File: src/verilog/stream_pkg.sv
`default_nettype none
//////////////////////////////////////////////////////////////////////
// Stream payload definitions.
// Data word width, the data word type and the beat struct that
// carries one data word with its end-of-packet flag.
//////////////////////////////////////////////////////////////////////

package stream_pkg;

    // Data bits per beat.
    localparam int DATA_WIDTH = 16;

    typedef logic [DATA_WIDTH-1:0] data_t;

    // One stream beat, 17 bits in total.
    typedef struct packed {
        data_t data;
        logic  last;    // High on the final beat of a packet.
    } beat_t;

endpackage

`default_nettype wire

File: src/verilog/csr_pkg.sv
`default_nettype none
//////////////////////////////////////////////////////////////////////
// Register map definitions.
// Address and word types, register addresses and the bit positions
// of the control and status fields.
//////////////////////////////////////////////////////////////////////

package csr_pkg;

    localparam int ADDR_WIDTH = 2;
    localparam int DATA_WIDTH = 32;

    typedef logic [ADDR_WIDTH-1:0] csr_addr_t;
    typedef logic [DATA_WIDTH-1:0] csr_data_t;

    // Register addresses. Address 3 is unused and reads zero.
    localparam csr_addr_t ADDR_CTRL      = 2'd0;
    localparam csr_addr_t ADDR_STATUS    = 2'd1;
    localparam csr_addr_t ADDR_PKT_COUNT = 2'd2;

    // CTRL fields.
    localparam int CTRL_ENABLE_BIT = 0;

    // STATUS fields. The level sits in the low bits.
    localparam int STATUS_LEVEL_WIDTH = 16;
    localparam int STATUS_EMPTY_BIT   = 16;

endpackage

`default_nettype wire

File: src/verilog/queue_memory.sv
`timescale 1ns/1ps
`default_nettype none
//////////////////////////////////////////////////////////////////////
// queue_memory
// Synchronous FIFO memory of DEPTH beats. Circular buffer with
// registered read data, a used-word count, an empty flag and an
// almost-full flag raised at DEPTH-1 words.
//////////////////////////////////////////////////////////////////////

module queue_memory #(
    parameter int  DEPTH       = 16,
    localparam int USEDW_WIDTH = $clog2(DEPTH + 1)
) (
    input  logic                   aclk,
    input  logic                   areset_n,
    input  logic                   write,
    input  stream_pkg::beat_t      write_data,
    input  logic                   read,
    output stream_pkg::beat_t      read_data,
    output logic [USEDW_WIDTH-1:0] usedw,
    output logic                   empty,
    output logic                   almost_full
);
    localparam int PTR_WIDTH = $clog2(DEPTH);

    stream_pkg::beat_t mem [DEPTH];

    logic [PTR_WIDTH-1:0] wr_ptr;
    logic [PTR_WIDTH-1:0] rd_ptr;

    // Storage array and read port.
    always_ff @(posedge aclk) begin
        if (write) begin
            mem[wr_ptr] <= write_data;
        end
        if (read) begin
            read_data <= mem[rd_ptr];   // Valid after the requesting edge.
        end
    end

    // Pointers wrap on their own since DEPTH is a power of two.
    always_ff @(posedge aclk or negedge areset_n) begin
        if (!areset_n) begin
            wr_ptr <= '0;
            rd_ptr <= '0;
        end
        else begin
            if (write) begin
                wr_ptr <= wr_ptr + 1'b1;
            end
            if (read) begin
                rd_ptr <= rd_ptr + 1'b1;
            end
        end
    end

    always_ff @(posedge aclk or negedge areset_n) begin
        if (!areset_n) begin
            usedw <= '0;
        end
        else begin
            case ({write, read})
                2'b10:   usedw <= usedw + 1'b1;
                2'b01:   usedw <= usedw - 1'b1;
                default: usedw <= usedw;    // Idle, or write and read together.
            endcase
        end
    end

    always_comb empty = (usedw == '0);
    always_comb almost_full = (usedw >= USEDW_WIDTH'(DEPTH - 1));

endmodule

`default_nettype wire

File: src/verilog/basic_queue.sv
`timescale 1ns/1ps
`default_nettype none
//////////////////////////////////////////////////////////////////////
// basic_queue
// Valid/ready queue built on queue_memory. Input ready is registered
// from almost-full, and a two-state FSM keeps one prefetched beat in
// the output stage. Reports the total level and an empty flag.
//////////////////////////////////////////////////////////////////////

module basic_queue #(
    parameter int  DEPTH       = 16,
    localparam int LEVEL_WIDTH = $clog2(DEPTH + 2)
) (
    input  logic                   aclk,
    input  logic                   areset_n,
    input  logic                   rx_tvalid,
    input  stream_pkg::beat_t      rx_tdata,
    output logic                   rx_tready,
    input  logic                   q_tready,
    output logic                   q_tvalid,
    output stream_pkg::beat_t      q_tdata,
    output logic [LEVEL_WIDTH-1:0] level,
    output logic                   empty
);
    localparam int USEDW_WIDTH = $clog2(DEPTH + 1);

    typedef enum logic [0:0] {
        FSM_IDLE,
        FSM_DATA
    } fsm_state_t;

    fsm_state_t fsm_state;

    logic                   write;
    logic                   read;
    logic                   mem_empty;
    logic                   almost_full;
    logic [USEDW_WIDTH-1:0] usedw;
    stream_pkg::beat_t      read_data;

    always_comb write = rx_tvalid && rx_tready;

    // One write may still land after almost_full rises, so the memory
    // tops out at exactly DEPTH words.
    always_ff @(posedge aclk or negedge areset_n) begin
        if (!areset_n) begin
            rx_tready <= 1'b0;
        end
        else begin
            rx_tready <= !almost_full;
        end
    end

    queue_memory #(
        .DEPTH(DEPTH)
    ) u_memory (
        .aclk        (aclk),
        .areset_n    (areset_n),
        .write       (write),
        .write_data  (rx_tdata),
        .read        (read),
        .read_data   (read_data),
        .usedw       (usedw),
        .empty       (mem_empty),
        .almost_full (almost_full)
    );

    always_ff @(posedge aclk or negedge areset_n) begin
        if (!areset_n) begin
            fsm_state <= FSM_IDLE;
        end
        else begin
            case (fsm_state)
                FSM_IDLE: if (!mem_empty) fsm_state <= FSM_DATA;
                FSM_DATA: if (q_tready && mem_empty) fsm_state <= FSM_IDLE;
                default:  fsm_state <= FSM_IDLE;
            endcase
        end
    end

    // Prefetch when idle, refill when the output beat is taken.
    always_comb begin
        case (fsm_state)
            FSM_IDLE: read = !mem_empty;
            FSM_DATA: read = !mem_empty && q_tready;
            default:  read = 1'b0;
        endcase
    end

    always_comb q_tvalid = (fsm_state == FSM_DATA);
    always_comb q_tdata = read_data;

    always_comb level = LEVEL_WIDTH'(usedw) + LEVEL_WIDTH'(q_tvalid); // Output stage counts.
    always_comb empty = mem_empty && !q_tvalid;

endmodule

`default_nettype wire

File: src/verilog/egress_gate.sv
`timescale 1ns/1ps
`default_nettype none
//////////////////////////////////////////////////////////////////////
// egress_gate
// Output gate that opens and closes only between packets, so a
// started packet always completes. Counts delivered packets, with
// a clear input that wins over a count.
//////////////////////////////////////////////////////////////////////

module egress_gate (
    input  logic                aclk,
    input  logic                areset_n,
    input  logic                enable,
    input  logic                q_tvalid,
    input  stream_pkg::beat_t   q_tdata,
    output logic                q_tready,
    output logic                tx_tvalid,
    output stream_pkg::beat_t   tx_tdata,
    input  logic                tx_tready,
    input  logic                pkt_count_clear,
    output csr_pkg::csr_data_t  packet_count
);
    logic gate_open;
    logic in_packet;
    logic tx_transfer;
    logic at_boundary;

    // Pass-through path with no added latency.
    always_comb tx_tvalid = gate_open && q_tvalid;
    always_comb q_tready = gate_open && tx_tready;
    always_comb tx_tdata = q_tdata;

    always_comb tx_transfer = tx_tvalid && tx_tready;

    // A boundary is the transfer of a last beat, or an idle point
    // between packets with nothing offered on tx.
    always_comb begin
        if (tx_transfer) begin
            at_boundary = tx_tdata.last;
        end
        else begin
            at_boundary = !in_packet && !tx_tvalid;
        end
    end

    always_ff @(posedge aclk or negedge areset_n) begin
        if (!areset_n) begin
            in_packet <= 1'b0;
            gate_open <= 1'b0;
        end
        else begin
            if (tx_transfer) begin
                in_packet <= !tx_tdata.last;
            end
            if (at_boundary) begin
                gate_open <= enable;    // Follows enable only between packets.
            end
        end
    end

    always_ff @(posedge aclk or negedge areset_n) begin
        if (!areset_n) begin
            packet_count <= '0;
        end
        else if (pkt_count_clear) begin
            packet_count <= '0;
        end
        else if (tx_transfer && tx_tdata.last) begin
            packet_count <= packet_count + 1'b1;
        end
    end

endmodule

`default_nettype wire

File: src/verilog/csr_block.sv
`timescale 1ns/1ps
`default_nettype none
//////////////////////////////////////////////////////////////////////
// csr_block
// Control and status registers with write and read strobes.
// Holds CTRL.enable, builds the STATUS word, drives the packet
// counter clear pulse and returns read data one cycle after a read.
//////////////////////////////////////////////////////////////////////

module csr_block (
    input  logic                                   aclk,
    input  logic                                   areset_n,
    input  logic                                   csr_write,
    input  logic                                   csr_read,
    input  csr_pkg::csr_addr_t                     csr_addr,
    input  csr_pkg::csr_data_t                     csr_wdata,
    output csr_pkg::csr_data_t                     csr_rdata,
    output logic                                   csr_rvalid,
    output logic                                   enable,
    output logic                                   pkt_count_clear,
    input  csr_pkg::csr_data_t                     packet_count,
    input  logic [csr_pkg::STATUS_LEVEL_WIDTH-1:0] level,
    input  logic                                   empty
);
    csr_pkg::csr_data_t ctrl_word;
    csr_pkg::csr_data_t status_word;
    csr_pkg::csr_data_t read_word;

    // CTRL register.
    always_ff @(posedge aclk or negedge areset_n) begin
        if (!areset_n) begin
            enable <= 1'b0;
        end
        else if (csr_write && (csr_addr == csr_pkg::ADDR_CTRL)) begin
            enable <= csr_wdata[csr_pkg::CTRL_ENABLE_BIT];
        end
    end

    // Any write to PKT_COUNT clears the counter in the gate at this edge.
    always_comb pkt_count_clear = csr_write && (csr_addr == csr_pkg::ADDR_PKT_COUNT);

    always_comb begin
        ctrl_word = '0;
        ctrl_word[csr_pkg::CTRL_ENABLE_BIT] = enable;
    end

    always_comb begin
        status_word = '0;
        status_word[csr_pkg::STATUS_LEVEL_WIDTH-1:0] = level;
        status_word[csr_pkg::STATUS_EMPTY_BIT] = empty;
    end

    // Read mux.
    always_comb begin
        case (csr_addr)
            csr_pkg::ADDR_CTRL:      read_word = ctrl_word;
            csr_pkg::ADDR_STATUS:    read_word = status_word;
            csr_pkg::ADDR_PKT_COUNT: read_word = packet_count;
            default:                 read_word = '0;   // Unmapped address.
        endcase
    end

    always_ff @(posedge aclk) begin
        if (csr_read) begin
            csr_rdata <= read_word;
        end
    end

    always_ff @(posedge aclk or negedge areset_n) begin
        if (!areset_n) begin
            csr_rvalid <= 1'b0;
        end
        else begin
            csr_rvalid <= csr_read;     // One-cycle pulse with the data.
        end
    end

endmodule

`default_nettype wire

File: src/verilog/stream_buffer_top.sv
`timescale 1ns/1ps
`default_nettype none
//////////////////////////////////////////////////////////////////////
// stream_buffer_top
// Top level of the stream buffer. Connects the queue, the egress
// gate and the register block.
//////////////////////////////////////////////////////////////////////

module stream_buffer_top #(
    parameter int DEPTH = 16
) (
    input  logic               aclk,
    input  logic               areset_n,
    input  logic               rx_tvalid,
    input  stream_pkg::beat_t  rx_tdata,
    output logic               rx_tready,
    output logic               tx_tvalid,
    output stream_pkg::beat_t  tx_tdata,
    input  logic               tx_tready,
    input  logic               csr_write,
    input  logic               csr_read,
    input  csr_pkg::csr_addr_t csr_addr,
    input  csr_pkg::csr_data_t csr_wdata,
    output csr_pkg::csr_data_t csr_rdata,
    output logic               csr_rvalid
);
    localparam int LEVEL_WIDTH = $clog2(DEPTH + 2);

    logic                                   q_tvalid;
    logic                                   q_tready;
    stream_pkg::beat_t                      q_tdata;
    logic [LEVEL_WIDTH-1:0]                 queue_level;
    logic [csr_pkg::STATUS_LEVEL_WIDTH-1:0] status_level;
    logic                                   queue_empty;
    logic                                   enable;
    logic                                   pkt_count_clear;
    csr_pkg::csr_data_t                     packet_count;

    // Widen the level to the STATUS field.
    assign status_level = csr_pkg::STATUS_LEVEL_WIDTH'(queue_level);

    basic_queue #(
        .DEPTH(DEPTH)
    ) u_queue (
        .aclk      (aclk),
        .areset_n  (areset_n),
        .rx_tvalid (rx_tvalid),
        .rx_tdata  (rx_tdata),
        .rx_tready (rx_tready),
        .q_tready  (q_tready),
        .q_tvalid  (q_tvalid),
        .q_tdata   (q_tdata),
        .level     (queue_level),
        .empty     (queue_empty)
    );

    egress_gate u_gate (
        .aclk            (aclk),
        .areset_n        (areset_n),
        .enable          (enable),
        .q_tvalid        (q_tvalid),
        .q_tdata         (q_tdata),
        .q_tready        (q_tready),
        .tx_tvalid       (tx_tvalid),
        .tx_tdata        (tx_tdata),
        .tx_tready       (tx_tready),
        .pkt_count_clear (pkt_count_clear),
        .packet_count    (packet_count)
    );

    csr_block u_csr (
        .aclk            (aclk),
        .areset_n        (areset_n),
        .csr_write       (csr_write),
        .csr_read        (csr_read),
        .csr_addr        (csr_addr),
        .csr_wdata       (csr_wdata),
        .csr_rdata       (csr_rdata),
        .csr_rvalid      (csr_rvalid),
        .enable          (enable),
        .pkt_count_clear (pkt_count_clear),
        .packet_count    (packet_count),
        .level           (status_level),
        .empty           (queue_empty)
    );

endmodule

`default_nettype wire

File: config.mk
export PLATFORM = sky130hd
export DESIGN_NAME = stream_buffer_top
export DESIGN_NICKNAME = d
export VERILOG_FILES = /design/src/verilog/stream_pkg.sv /design/src/verilog/csr_pkg.sv /design/src/verilog/queue_memory.sv /design/src/verilog/basic_queue.sv /design/src/verilog/egress_gate.sv /design/src/verilog/csr_block.sv /design/src/verilog/stream_buffer_top.sv
export SDC_FILE = /design/constraint.sdc
export NUM_CORES = 1
export LEC_CHECK = 0
export BUFFER_PORTS_ARGS = -buffer_cell sky130_fd_sc_hd__buf_2
export CORE_MARGIN = 2
export CORE_UTILIZATION = 45
export DETAILED_ROUTE_END_ITERATION = 6
export PLACE_DENSITY = 0.66
export SETUP_SLACK_MARGIN = 0.5
export SYNTH_ARGS = -nofsm -noshare
export SYNTH_HDL_FRONTEND = slang
export SYNTH_HIERARCHICAL = 1
export SYNTH_SLANG_ARGS = --single-unit
File: constraint.sdc
create_clock -name aclk -period 5.7 [get_ports aclk]
set_input_delay 0 -clock aclk [delete_from_list [all_inputs] [get_ports aclk]]
set_output_delay 0 -clock aclk [all_outputs]
set_load 0.02 [all_outputs]
# Yosys cells after proc, flatten, opt, wreduce, memory -nomap -nowiden
# Memories as Yosys holds them, arrays and structs flattened. A register that Yosys moved wholly into a read port is not among the register bits.
# Cells that the tools add are included.
[totals]
register_bits = 83
ramBits = 272
input_bits = 57
word_cells = 56
n_memories = 1
[mem_list]
columns = ["name", "depth", "width", "rd", "rd_ports_with_merged_regs", "write_ports", "line", "rtl"]
rows = [
  ["u_queue.u_memory.mem", 16, 17, 1, 1, 1, "queue_memory.sv:26", "stream_pkg::beat_t mem [DEPTH];"],
]
[op_classes]
add_sub_neg = 6
n_lt_le_gt_ge = 1
eq_ne = 4
n_mux = 11
n_bitwise = 1
reduce_logical = 21
[op_table]
columns = ["op", "count"]
rows = [
  ["$pmux W32 S3", 1],
  ["$mux W32", 2],
  ["$add A32 B1 Y32 const B", 1],
  ["$logic_and A1 B1 Y1", 11],
  ["$pmux W5 S2", 1],
  ["$add A4 B1 Y4 const B", 2],
  ["$logic_not A1 Y1", 6],
  ["$add A5 B1 Y5", 1],
  ["$add A5 B1 Y5 const B", 1],
  ["$ge A5 B4 Y1 const B", 1],
  ["$logic_not A5 Y1", 1],
  ["$mux W1", 5],
  ["$sub A5 B1 Y5 const B", 1],
  ["$eq A2 B1 Y1 const B", 2],
  ["$eq A2 B2 Y1 const B", 2],
  ["$pmux W1 S2", 2],
  ["$reduce_bool A2 Y1", 2],
  ["$logic_not A2 Y1", 1],
  ["$not A1 Y1", 1],
]

# Depth between registers and ports, before layout
# Gate-level depths: netlist (run 1).
[logic_depth]
word_depth = 6
mapped_depth = 12
depth_no_buf = 10

# Hierarchy
# Netlist (run 1), hierarchy kept.
[by_module_without_submodules]
columns = ["module", "n_inst", "cells_per_inst", "area_each_um2", "seq_area_each_um2"]
rows = [
  ["queue_memory", 1, 528, 11607.4, 9003.6],
  ["egress_gate", 1, 206, 1894.3, 850.8],
  ["csr_block", 1, 77, 1380.1, 1011.0],
  ["basic_queue", 1, 16, 145.1, 50.0],
  ["stream_buffer_top", 1, 1, 3.8, 0.0],
]

# Worst setup path after synthesis (run 1)
# No wires, ideal clock.
[synth_timing]
path_type = "register to register"
from = "reg u_queue.u_memory.usedw[2]"
to = "reg u_queue.u_memory.usedw[4]"
setup_time_ns = 0.137
arrival_ns = 3.512
t_required_ns = 5.563
slack_ns = 2.052
path_stages_with_launch = 13
period_less_slack_ns = 3.648
cell_sequence = "dfrtp_1 > clkbuf_1 > or4_1 > nor2_1 > a21oi_1 > ha_1 > clkbuf_1 > xor2_1 > ha_1 > or2_2 > a31oi_1 > o32ai_1 > xor2_1"
[synth_via]
elab_chain_len = 6
elab_cells_between_ends = 10
[synth_lines]
columns = ["element", "line", "rtl"]
rows = [
  ["from (decl)", "queue_memory.sv:20", "output logic [USEDW_WIDTH-1:0] usedw,"],
  ["from (signal assigned)", "queue_memory.sv:63", "2'b10: usedw <= usedw + 1'b1;"],
  ["from (signal assigned)", "queue_memory.sv:64", "2'b01: usedw <= usedw - 1'b1;"],
  ["from (signal assigned)", "queue_memory.sv:65", "default: usedw <= usedw;"],
  ["$logic_not A5 Y1 *", "queue_memory.sv:70", "always_comb empty = (usedw == '0);"],
  ["via u_queue.mem_empty", "basic_queue.sv:36", "logic mem_empty;"],
  ["$logic_not A1 Y1 *", "n/a", ""],
  ["$logic_and A1 B1 Y1", "basic_queue.sv:85", "FSM_DATA: read = !mem_empty && q_tready;"],
  ["$pmux W1 S2 *", "basic_queue.sv:83", "case (fsm_state)"],
  ["via u_queue.read", "basic_queue.sv:35", "logic read;"],
  ["$eq A2 B1 Y1 / $eq A2 B2 Y1 (equally long branches)", "queue_memory.sv:62", "case ({write, read})"],
  ["$pmux W5 S2 / $reduce_bool A2 Y1 (equally long branches)", "n/a", ""],
]
# The timed path passes the listed nets; every way through them passes the cells marked *.
# A chain may end at the register's enable or synchronous reset.

# Worst setup path in the final report (run 1)
# Same ends and word-level chain as after synthesis.

==> results of run 1 <==
[kinds of logic after synthesis]
logic type | after synthesis
XOR/XNOR | 23
flip-flops | 372
multiplexers | 73
AO/OA/AOI/OAI | 111
other | 1
AND/OR/NAND/NOR | 160
buffers and inverters | 76
adder cells (fa/ha/maj) | 12
[Yosys cell counts, types with 2 or more instances]
cell type	count
nor3_1	7
mux4_1	20
buf_4	22
buf_6	8
o31ai_1	11
or3_1	11
a22oi_1	34
nor2_1	24
xnor2_1	14
nor2b_4	2
a22o_2	5
nand2_1	40
nor4_1	2
dfrtp_1	51
o21ai_0	16
buf_2	2
ha_1	12
clkbuf_1	28
and4_1	4
mux4_2	48
nor2b_1	4
inv_1	13
nand2b_1	2
a22o_1	11
a21oi_1	28
nand3_1	11
xor2_1	9
mux2_2	4
edfxtp_1	321
and2_1	20
nand4_1	11
or4_1	14
[cell type report]
class	instances	area [um2]	area share
tap	442	553	0.0319
clock inverter	23	256	0.0148
inverter	13	48.8	0.00281
timing repair buffer	124	796	0.0458
multi-input combinational	390	3770	0.217
clock buffer	48	1020	0.0587
antenna	1	2.50	0.000144
sequential	372	10900	0.629
[placed cells by master (no fill, tap or decap), types with 23 or more instances in the layout]
cell / count
a22oi_1: 34
nand2_1: 40
mux4_2: 48
edfxtp_1: 321
dfrtp_1: 49
dlygate4sd3_1: 23
clkbuf_16: 39
buf_2: 77
a21oi_1: 27
buf_4: 24
[worst max-delay path, stage by stage, from the launching register on]
cell and delay, ps:
dfrtp_1 560, or4_1 180, nor2_1 70, a21oi_4 720
ha_1 480, xor2_1 120, ha_1 220, or2_2 290
a31oi_1 170, o32ai_1 110, xor2_1 150
[worst min path at each step]
stage | to | slack, ps | cells after the start
floorplan | u_csr/csr_rvalid | -300 | 0
global placement | u_csr/csr_rvalid | 170 | 2
detailed placement | u_csr/csr_rvalid | 170 | 2
CTS | u_queue/u_memory/wr_ptr[0] | 20 | 3
global route | u_csr/csr_rdata[0] | 40 | 3
finish | u_queue/u_memory/wr_ptr[0] | 30 | 3
[through the flow]
stage          worst slack, ps  utilization  hold WS (ps)
2_1_floorplan             2050            -          -296
3_3_place_gp              2510        0.485           173
3_5_place_dp              2420        0.485           170
4_1_cts                   2410        0.531          15.7
5_1_grt                   2240        0.531          43.6
6_report                  2490        0.531          27.6
[registers in the layout (all words and copies together), names as in the netlist]
| signal | flops |
|---|---|
| u_queue/u_memory/mem | 272 |
| u_csr/csr_rdata | 32 |
| u_gate/packet_count | 32 |
| u_queue/u_memory/read_data | 17 |
| u_queue/u_memory/usedw | 5 |
| u_queue/u_memory/rd_ptr | 4 |
| u_queue/u_memory/wr_ptr | 4 |
| u_csr/csr_rvalid | 1 |
| u_csr/enable | 1 |
| u_gate/gate_open | 1 |
| u_gate/in_packet | 1 |
| u_queue/q_tvalid | 1 |
| u_queue/rx_tready | 1 |
[per-layer routing]
layer / up-vias / routed length (um)
li1: 3524 / -
met1: 4026 / 13300
met2: 229 / 14400
met3: 40 / 1630
met4: 0 / 483
met5: - / 0
[timing repair]
action | in CTS | in global routing
hold buffers | 23 | 0
setup buffers | 0 | 0
endpoints found under the setup margin | 0 | 0
hold endpoints to repair | 330 | 0
[report_power, final]
group          switching [mW]  leakage, nW  internal (mW)
sequential              0.283         3.58           3.27
clock                    1.01        0.624           1.51
combinational           0.943         1.80          0.804
total                    2.23         6.01           5.59
==> summary.md, run 1 <==
| Metric | Value |
|---|---|
| HP Class | `input pin to register` |
| Distinct cells, synth | `51` |
| # fillers | `~2,600` |
| Vias | `around 7,800` |
| Max clock buf depth | `3` |
| Largest net degree at the start of global routing | `52` |
| Sequential cell area fraction in the yosys report | `0.726` |
| Syn_area_per_cell | `between 15 and 20 um2` |
| DP HPWL | `between 15 and 20 mm` |
| Cell Rows | `66` |
| Power density over the cells | `~450 nW/um2` |
| FF-to-FF setup slack | `2490 ps` |
| Static Leak | `approximately 6 nW` |
| Total routing usage reported by global routing | `0.171` |
| Fin area | `about 17,000 um2` |
| Ys async rst share | `0.137` |
| Pre-antenna DRT Iters | `5` |
| Clock Sinks | `372` |
| Die Wd | `roughly 190 um` |
| Crit. End Element | `register` |
| Max Fclk | `312 MHz` |
| Worst Reg-to-Reg Cells | `10` |
| TritonCTS Buffers | `39` |
| Root Driver | `clkbuf_16` |
| Crit-path max FO | `23` |
| Top-Level Pins | `109` |
| Kind of critical path | `register to register` |
| First-pass GRT wire length | `45.7 mm` |
| Post-Synth Adder-Cell Area | `0.00999` |
| Arrival time at the worst endpoint | `3600 ps` |
| Crit path capture | `u_queue/u_memory/usedw[4]` |
| Antenna-violating nets left | `0` |
| Port bufs | `77` |
| Met3 usage | `0.0288` |
| Top_reg_cell synth | `edfxtp_1` |
| Initial antenna violation count | `1` |
| Fin nets | `1,009` |
| Post-Syn Area | `between 15,000 and 20,000 um2` |
| Final worst-path cycle share | `0.563` |
| Top cell type by total area after synthesis | `edfxtp_1` |
| Clk slew on worst S/H paths | `60 ps` |
| Worst Skew | `approximately 18 ps` |
| Routed len/inst | `between 20 and 25 um` |
| Gr ovfl total | `0` |
| Crit start category | `register` |
| H-tree depth | `2` |
| Initial drt markers | `a little under 600` |
| Core area | `approximately 33,000 um2` |
| Vias in the first global route | `between 7,000 and 8,000` |
| Total power | `about 8 mW` |
| Max Slew Vio Count | `0` |
| Post-cts resize count | `0` |
| Status | `finished, final reports clean` |
| RSZ-0062 raised after global routing | `no` |
| Worst-Margin Slew | `roughly 1100 ps` |
| Max_slew headroom | `0.238` |
| DRC viols | `0` |
| Final Hold Vio Count | `0` |
| Worst skew pair latency | `approximately 530 ps` |
| Period minus WS final | `approximately 3200 ps` |
| Mux contribution to synthesized area | `0.111` |
| CTS tree | `done` |
| Layout Cells excl Fill | `1,413` |
| Main combinational cell family by area after synthesis | `multiplexers` |
| Synth area leaders | `edfxtp_1, dfrtp_1, mux4_2` |
| Cell count after placement | `about 1,300` |
| Synth Register Bits | `about 370` |
| Share of cells above drive strength 1 | `0.249` |
| Post-synth EDFFs | `321` |
| Peak VDD IR | `0.227 mV` |
| Min-delay src | `rx_tvalid` |
| Global routing's busiest layer | `met2` |
| Compound-gate portion of the synthesized area | `0.0502` |
| XOR/XNOR share of the synthesized area | `0.0134` |
| Reg2Reg Capture Point | `u_queue/u_memory/usedw[4]` |
| Die Area | `roughly 35,000 um2` |
| Die Y-Extent | `187 um` |
| Worst r2r src | `u_queue/u_memory/usedw[2]` |
| Top cell type's share of synthesized area | `0.641` |
| M1 GR Usage | `0.244` |
| Syn. warnings | `6` |
| Routed vias/inst | `~5.5` |
| Initial Util | `0.460` |
| Endpoints failing setup | `0` |
| Critical Path Source | `u_queue/u_memory/usedw[2]` |
| Final wirelength | `29.8 mm` |
| Cells after Synth | `~830` |
| Setup_tns | `0 ps` |
| GR Util met2 | `0.275` |
| Gpl congestion | `0.736` |
| CP required | `just over 6000 ps` |
| DP Area | `roughly 16,000 um2` |
| MaxCap Viol Count | `0` |
| Simple-gate area share of the yosys netlist | `0.0596` |
| P&R area growth vs syn | `15.5%` |
No activity file was read; power rests on OpenSTA's default activity.
==> run 2, diff against run 1 <==
- clock period: 5.7 -> 3.05 ns (I/O delays scaled with it)
==> run 2 against run 1 <==
  * Power up 87%
  * Non-clock buffer count up 17
  * Setup slack worse by 2000 ps
  * Via count up 1.0%
  * Routed wire length up 1.7%
  * Critical path type unchanged
==> summary.md, run 2 (synthesis gave the netlist of run 1 again) <==
| Metric | Value |
|---|---|
| Clock Sinks | `roughly 370` |
| DRC viols | `0` |
| Initial antenna violation count | `2` |
| Max clock buf depth | `3` |
| CTS tree | `done` |
| Detail Route met3 WL | `1.61 mm` |
| Reg2Reg Capture Point | `u_queue/u_memory/usedw[4]` |
| Top-Level Pins | `between 100 and 150` |
| Vias in the first global route | `between 8,000 and 9,000` |
| Crit start category | `register` |
| Total power | `around 15 mW` |
| Seq. cell area | `approximately 11,000 um2` |
| Share of cells above drive strength 1 | `0.262` |
| Max Slew Vio Count | `0` |
| Crit-path max FO | `8` |
| Crit path buf inv count | `0` |
| Stages on the worst setup path | `10` |
| Power density over the cells | `~830 nW/um2` |
| Final wirelength | `a little over 30 mm` |
| Largest net degree at the start of global routing | `72` |
| Crit. End Element | `register` |
| CP required | `roughly 3500 ps` |
| Highest metal used | `met4` |
| Routed len/inst | `21.2 um` |
| Period minus WS final | `~2500 ps` |
| Static Leak | `6.08 nW` |
| Gpl congestion | `approximately 0.76` |
| TritonCTS Buffers | `39` |
| Core area | `32,700 um2` |
| Worst path max stage delay | `roughly 560 ps` |
| FF-to-FF setup slack | `510 ps` |
| Initial Util | `0.460` |
| # fillers | `around 2,600` |
| Initial drt markers | `around 560` |
| Status | `finished, final reports clean` |
| Worst path top cell family by delay | `simple AND/OR/NAND/NOR gates` |
| Worst path most repeated cell | `xor2_1` |
| First-pass GRT wire length | `about 47 mm` |
| Worst r2r src | `u_queue/u_memory/usedw[3]` |
| Die Area | `34,900 um2` |
| DP HPWL | `approximately 17 mm` |
| Max Fclk | `just under 400 MHz` |
| MaxCap Viol Count | `0` |
| Max reg flops | `~270` |
| Worst-Margin Slew | `between 1000 and 1500 ps` |
| Met2 Routed Length | `between 15 and 20 mm` |
| Die Wd | `approximately 190 um` |
| RSZ-0062 raised after global routing | `yes` |
| CP max stage cell | `or4_4` |
| Arrival time at the worst endpoint | `a little under 3000 ps` |
| Worst Reg-to-Reg Cells | `10` |
| Cell Rows | `66` |
| Commonest cells after routing, fill and taps aside | `edfxtp_1, buf_2, dfrtp_1, mux4_2, nand2_1` |
| HP Class | `input pin to async pin` |
| Clk slew on worst S/H paths | `~60 ps` |
| Fin nets | `1,027` |
| Kind of critical path | `register to register` |
| Most common cell after layout, fill and taps aside | `edfxtp_1` |
| Gr ovfl total | `0` |
| Multi-input logic area | `between 3000 and 4000 um2` |
| Total routing usage reported by global routing | `0.178` |
| Cell Chain, Critical Path | `or4_4, nor2_4, a21oi_4, ha_4, xor2_1, ha_2, or2_4, a31oi_2, o32ai_2, xor2_1` |
| Pre-antenna DRT Iters | `5` |
| Die Y-Extent | `around 190 um` |
| Root Driver | `clkbuf_16` |
| Port bufs | `between 70 and 80` |
| Endpoints failing setup | `0` |
| Vias | `7,899` |
| Antenna-violating nets left | `0` |
| Routed vias/inst | `approximately 5.5` |
| Worst skew pair latency | `about 540 ps` |
| Top Registers | `u_queue/u_memory/mem (272), u_csr/csr_rdata (32), u_gate/packet_count (32)` |
| Peak VDD IR | `a little under 0.5 mV` |
| Worst Skew | `17.8 ps` |
| Max_slew headroom | `0.301` |
| Setup_tns | `0 ps` |
| Largest reg by FF count | `u_queue/u_memory/mem` |
| Final Hold Vio Count | `0` |
| Final worst-path cycle share | `0.834` |
| Metal1 wirelength | `~13 mm` |
| H-tree depth | `2` |
| P&R area growth vs syn | `16.7%` |
==> run 2: changes by cell type in the layout (fill, tap and decap cells not counted), moves of 3 or more <==
cell       delta
clkinv_1      +6
inv_6         -4
nor3_4        +4
buf_4        +13
bufinv_16     -3
nor3_2        -4
==> run 2: per-stage QoR <==
step | area [um2] | instances | setup slack, ps | util | hold WS, ps
3_3_place_gp | 16000 | 1330 | 126 | 0.490 | 158
5_1_grt | 17500 | 1430 | 419 | 0.536 | 176
6_report | 17500 | 1431 | 508 | 0.537 | 107
2_1_floorplan | 15100 | 838 | 311 | - | -296
3_5_place_dp | 16000 | 1330 | 19.6 | 0.490 | 163
4_1_cts | 17500 | 1429 | 481 | 0.536 | 139
==> run 2: per-layer routing <==
metal | up-vias | global-route usage
li1 | 3574 | -
met1 | 4056 | 0.237
met2 | 218 | 0.298
met3 | 51 | 0.0323
met4 | 0 | 0.0586
met5 | - | 0
==> run 2: worst max path at each step <==
| stage | start | end |
|---|---|---|
| 5_1_grt | u_queue/u_memory/usedw[3] | u_queue/u_memory/usedw[4] |
| 6_report | u_queue/u_memory/usedw[3] | u_queue/u_memory/usedw[4] |
| 4_1_cts | u_queue/u_memory/usedw[3] | u_queue/u_memory/usedw[4] |
| 2_1_floorplan | u_queue/u_memory/usedw[1] | u_queue/u_memory/usedw[4] |
| 3_3_place_gp | u_queue/u_memory/usedw[3] | u_queue/u_memory/usedw[4] |
| 3_5_place_dp | u_queue/u_memory/usedw[3] | u_queue/u_memory/usedw[4] |
==> run 2: area by class of cell <==
class,instances,area share
repair buffers,141,0.0543
flip-flops and latches,372,0.623
multi-input cells,391,0.220
inverters,13,0.00278
clock inverters,21,0.0106
diodes,2,0.000285
well taps,442,0.0315
clock buffers,49,0.0583
==> run 2: worst reg2reg max path, delay by kind of cell (launching register included) <==
family / cells / cell delay (ps)
DFF: 1 / 450
adders and majority gates: 2 / 400
AOI/OAI and AO/OA: 3 / 330
and+or+nand+nor: 3 / 920
xor gates and xnor gates: 2 / 320
==> run 2: power breakdown <==
part / switching [mW] / leakage (nW) / internal, mW
sequential: 0.338 / 3.58 / 6.12
clock: 1.88 / 0.592 / 2.57
combinational: 2.07 / 1.90 / 1.65
==> run 2: repair_timing <==
| item | 4_1_cts | 5_1_grt |
|---|---|---|
| setup buffers | 3 | 0 |
| pin swaps | 2 | 0 |
| endpoints found under the setup margin | 4 | 6 |
| hold buffers | 25 | 0 |
| resized for setup | 4 | 2 |
| endpoints found under the hold margin | 315 | 0 |
| gates cloned | 1 | 0 |
==> run 3, diff against run 2 <==
- clock period: 3.05 -> 2.5 ns (I/O delays scaled with it)
==> run 3 against run 2 <==
  * Via count rose by 2.1%
  * Utilization increased by 1.6 points
  * Routed wire length rose by 0.27%
  * Critical path depth did not move
  * Power is 25% higher
  * Clock skew increased by 1.5 ps
  * Final area is 3.0% higher
  * Flip-flop and latch count did not move
  * Combinational power is 37% higher
  * Cell count increased by 2.9%
  * Critical path type unchanged
==> summary.md, run 3 (synthesis gave the netlist of run 1 again) <==
| Metric | Value |
|---|---|
| Status | `finished, final reports clean` |
| # fillers | `~2,500` |
| Max reg flops | `272` |
| RSZ-0062 raised after global routing | `yes` |
| Clk slew on worst S/H paths | `60 ps` |
| Final worst-path cycle share | `0.953` |
| DRC viols | `0` |
| Crit. End Element | `register` |
| CTS tree | `done` |
| Multi-input logic area | `3990 um2` |
| GR Util met2 | `0.282` |
| Gr ovfl total | `0` |
| Cell Rows | `66` |
| Worst skew pair latency | `between 500 and 600 ps` |
| Initial Util | `0.460` |
| Initial antenna violation count | `1` |
| Crit start category | `register` |
| Die Area | `about 35,000 um2` |
| Commonest cells after routing, fill and taps aside | `edfxtp_1, buf_2, buf_4` |
| Top-Level Pins | `between 100 and 150` |
| Largest reg by FF count | `u_queue/u_memory/mem` |
| CP required | `2900 ps` |
| Root Driver | `clkbuf_16` |
| Clock Sinks | `between 300 and 400` |
| Endpoints failing setup | `0` |
| Max clock buf depth | `3` |
| Die Y-Extent | `roughly 190 um` |
| Pre-antenna DRT Iters | `5` |
| Crit path buf inv count | `0` |
| Seq. cell area | `~11,000 um2` |
| Vias | `8,061` |
| Arrival time at the worst endpoint | `about 2800 ps` |
| Worst path top cell family by delay | `simple AND/OR/NAND/NOR gates` |
| Most common cell after layout, fill and taps aside | `edfxtp_1` |
| H-tree depth | `2` |
| Worst Skew | `19.3 ps` |
| HP Class | `input pin to async pin` |
| Routed vias/inst | `roughly 5.5` |
| Share of cells above drive strength 1 | `0.327` |
| Cell count after placement | `between 1,000 and 1,500` |
| MaxCap Viol Count | `0` |
| Stages on the worst setup path | `10` |
| Static Leak | `roughly 6.3 nW` |
| First-pass GRT wire length | `around 46 mm` |
| Max Slew Vio Count | `0` |
| Worst Reg-to-Reg Cells | `10` |
| Vias in the first global route | `around 8,000` |
| Port bufs | `77` |
| Power density over the cells | `around 1000 nW/um2` |
| Max Fclk | `420 MHz` |
| Total routing usage reported by global routing | `0.169` |
| Peak VDD IR | `0.645 mV` |
| Die Wd | `~190 um` |
| Final wirelength | `about 30 mm` |
| TritonCTS Buffers | `38` |
| Crit-path max FO | `4` |
| DP HPWL | `around 18 mm` |
| Fin nets | `about 1,100` |
| Antenna-violating nets left | `0` |
| Kind of critical path | `register to register` |
| P&R area growth vs syn | `20.2%` |
| Global routing's busiest layer | `met2` |
| Cell Chain, Critical Path | `or4_4, nor2_4, a21oi_4, ha_4, xor2_2, ha_2, or2_4, a31oi_4, o32ai_2, xor2_1` |
| Max_slew headroom | `0.554` |
| M1 GR Usage | `0.233` |
| Routed len/inst | `20.7 um` |
| Final Hold Vio Count | `0` |
| Period minus WS final | `2380 ps` |
| Setup_tns | `0 ps` |
| Gpl congestion | `around 0.75` |
| Worst path max stage delay | `540 ps` |
| CP max stage cell | `or4_4` |
| Largest net degree at the start of global routing | `34` |
| Layout Cells excl Fill | `1,473` |
| Met3 usage | `0.0303` |
| Core area | `32,700 um2` |
| Initial drt markers | `530` |
| Worst-Margin Slew | `669 ps` |
| Top Registers | `u_queue/u_memory/mem (272), u_csr/csr_rdata (32), u_gate/packet_count (32)` |
[run 3: cell types whose count changed in the layout (fill, tap and decap cells not counted), moves of 6 or more]
cell / change
buf_4: +34
dfrtp_2: +9
a22oi_1: -6
a22oi_2: +6
dfrtp_1: -9
buf_6: +7
[run 3: where the power goes]
group / total (mW) / internal [mW] / switching (mW)
sequential: 7.88 / 7.47 / 0.403
clock: 5.27 / 3.06 / 2.22
combinational: 5.10 / 2.42 / 2.68
[run 3: worst paths after layout]
| check | start | slack [ps] | endpoint |
|---|---|---|---|
| max | u_queue/u_memory/usedw[3] | 120 | u_queue/u_memory/usedw[4] |
| min | areset_n | 70 | u_queue/u_memory/rd_ptr[0] |
| max reg2reg | u_queue/u_memory/usedw[3] | 120 | u_queue/u_memory/usedw[4] |
| min reg2reg | u_gate/in_packet | 550 | u_gate/in_packet |
| max in group asynchronous | areset_n | 1740 | u_gate/packet_count[23] |
| min in group aclk | csr_addr[0] | 170 | u_csr/csr_rdata[1] |
[run 3: through the flow]
| step | total power [mW] | utilization | setup slack (ps) | hold WS [ps] | cell area [um2] |
|---|---|---|---|---|---|
| after floorplan | 11.3 | - | -228 | -296 | 15200 |
| after global placement | 12.5 | 0.494 | 56.4 | 61.8 | 16100 |
| after detailed placement | 12.6 | 0.494 | 26.1 | 61.3 | 16100 |
| after CTS | 18.2 | 0.542 | 138 | 66.1 | 17700 |
| after global routing | 19.0 | 0.552 | 35.6 | 115 | 18100 |
| final | 18.3 | 0.552 | 118 | 66.3 | 18100 |
[run 3: metal layers]
metal | up-vias | part of all wire | wire length, um
met1 | 4134 | 0.43 | 13200
li1 | 3669 | - | -
met3 | 48 | 0.046 | 1390
met4 | 0 | 0.018 | 552
met2 | 210 | 0.50 | 15300
met5 | - | 0 | 0
[run 3: cell type report]
type,instances,area share
inverters,13,0.00270
multi-input cells,392,0.221
clock buffers,52,0.0561
well taps,442,0.0306
repair buffers,186,0.0764
clock inverters,15,0.00783
flip-flops and latches,372,0.605
diodes,1,0.000139
[run 3: worst reg2reg max path, cell delays in order (launching register included)]
cell and delay (ps):
dfrtp_1 370, or4_4 540, nor2_4 130, a21oi_4 50, ha_4 180, xor2_2 140
ha_2 200, or2_4 240, a31oi_4 130, o32ai_2 110, xor2_1 160
[run 3: what timing repair did]
item                                    4_1_cts  5_1_grt
gates cloned                                  1        2
setup buffers                                10       21
hold endpoints to repair                    317        0
gates resized for setup                       9       45
hold buffers                                 25        0
pin swaps                                     5       23
endpoints found under the setup margin       37       34
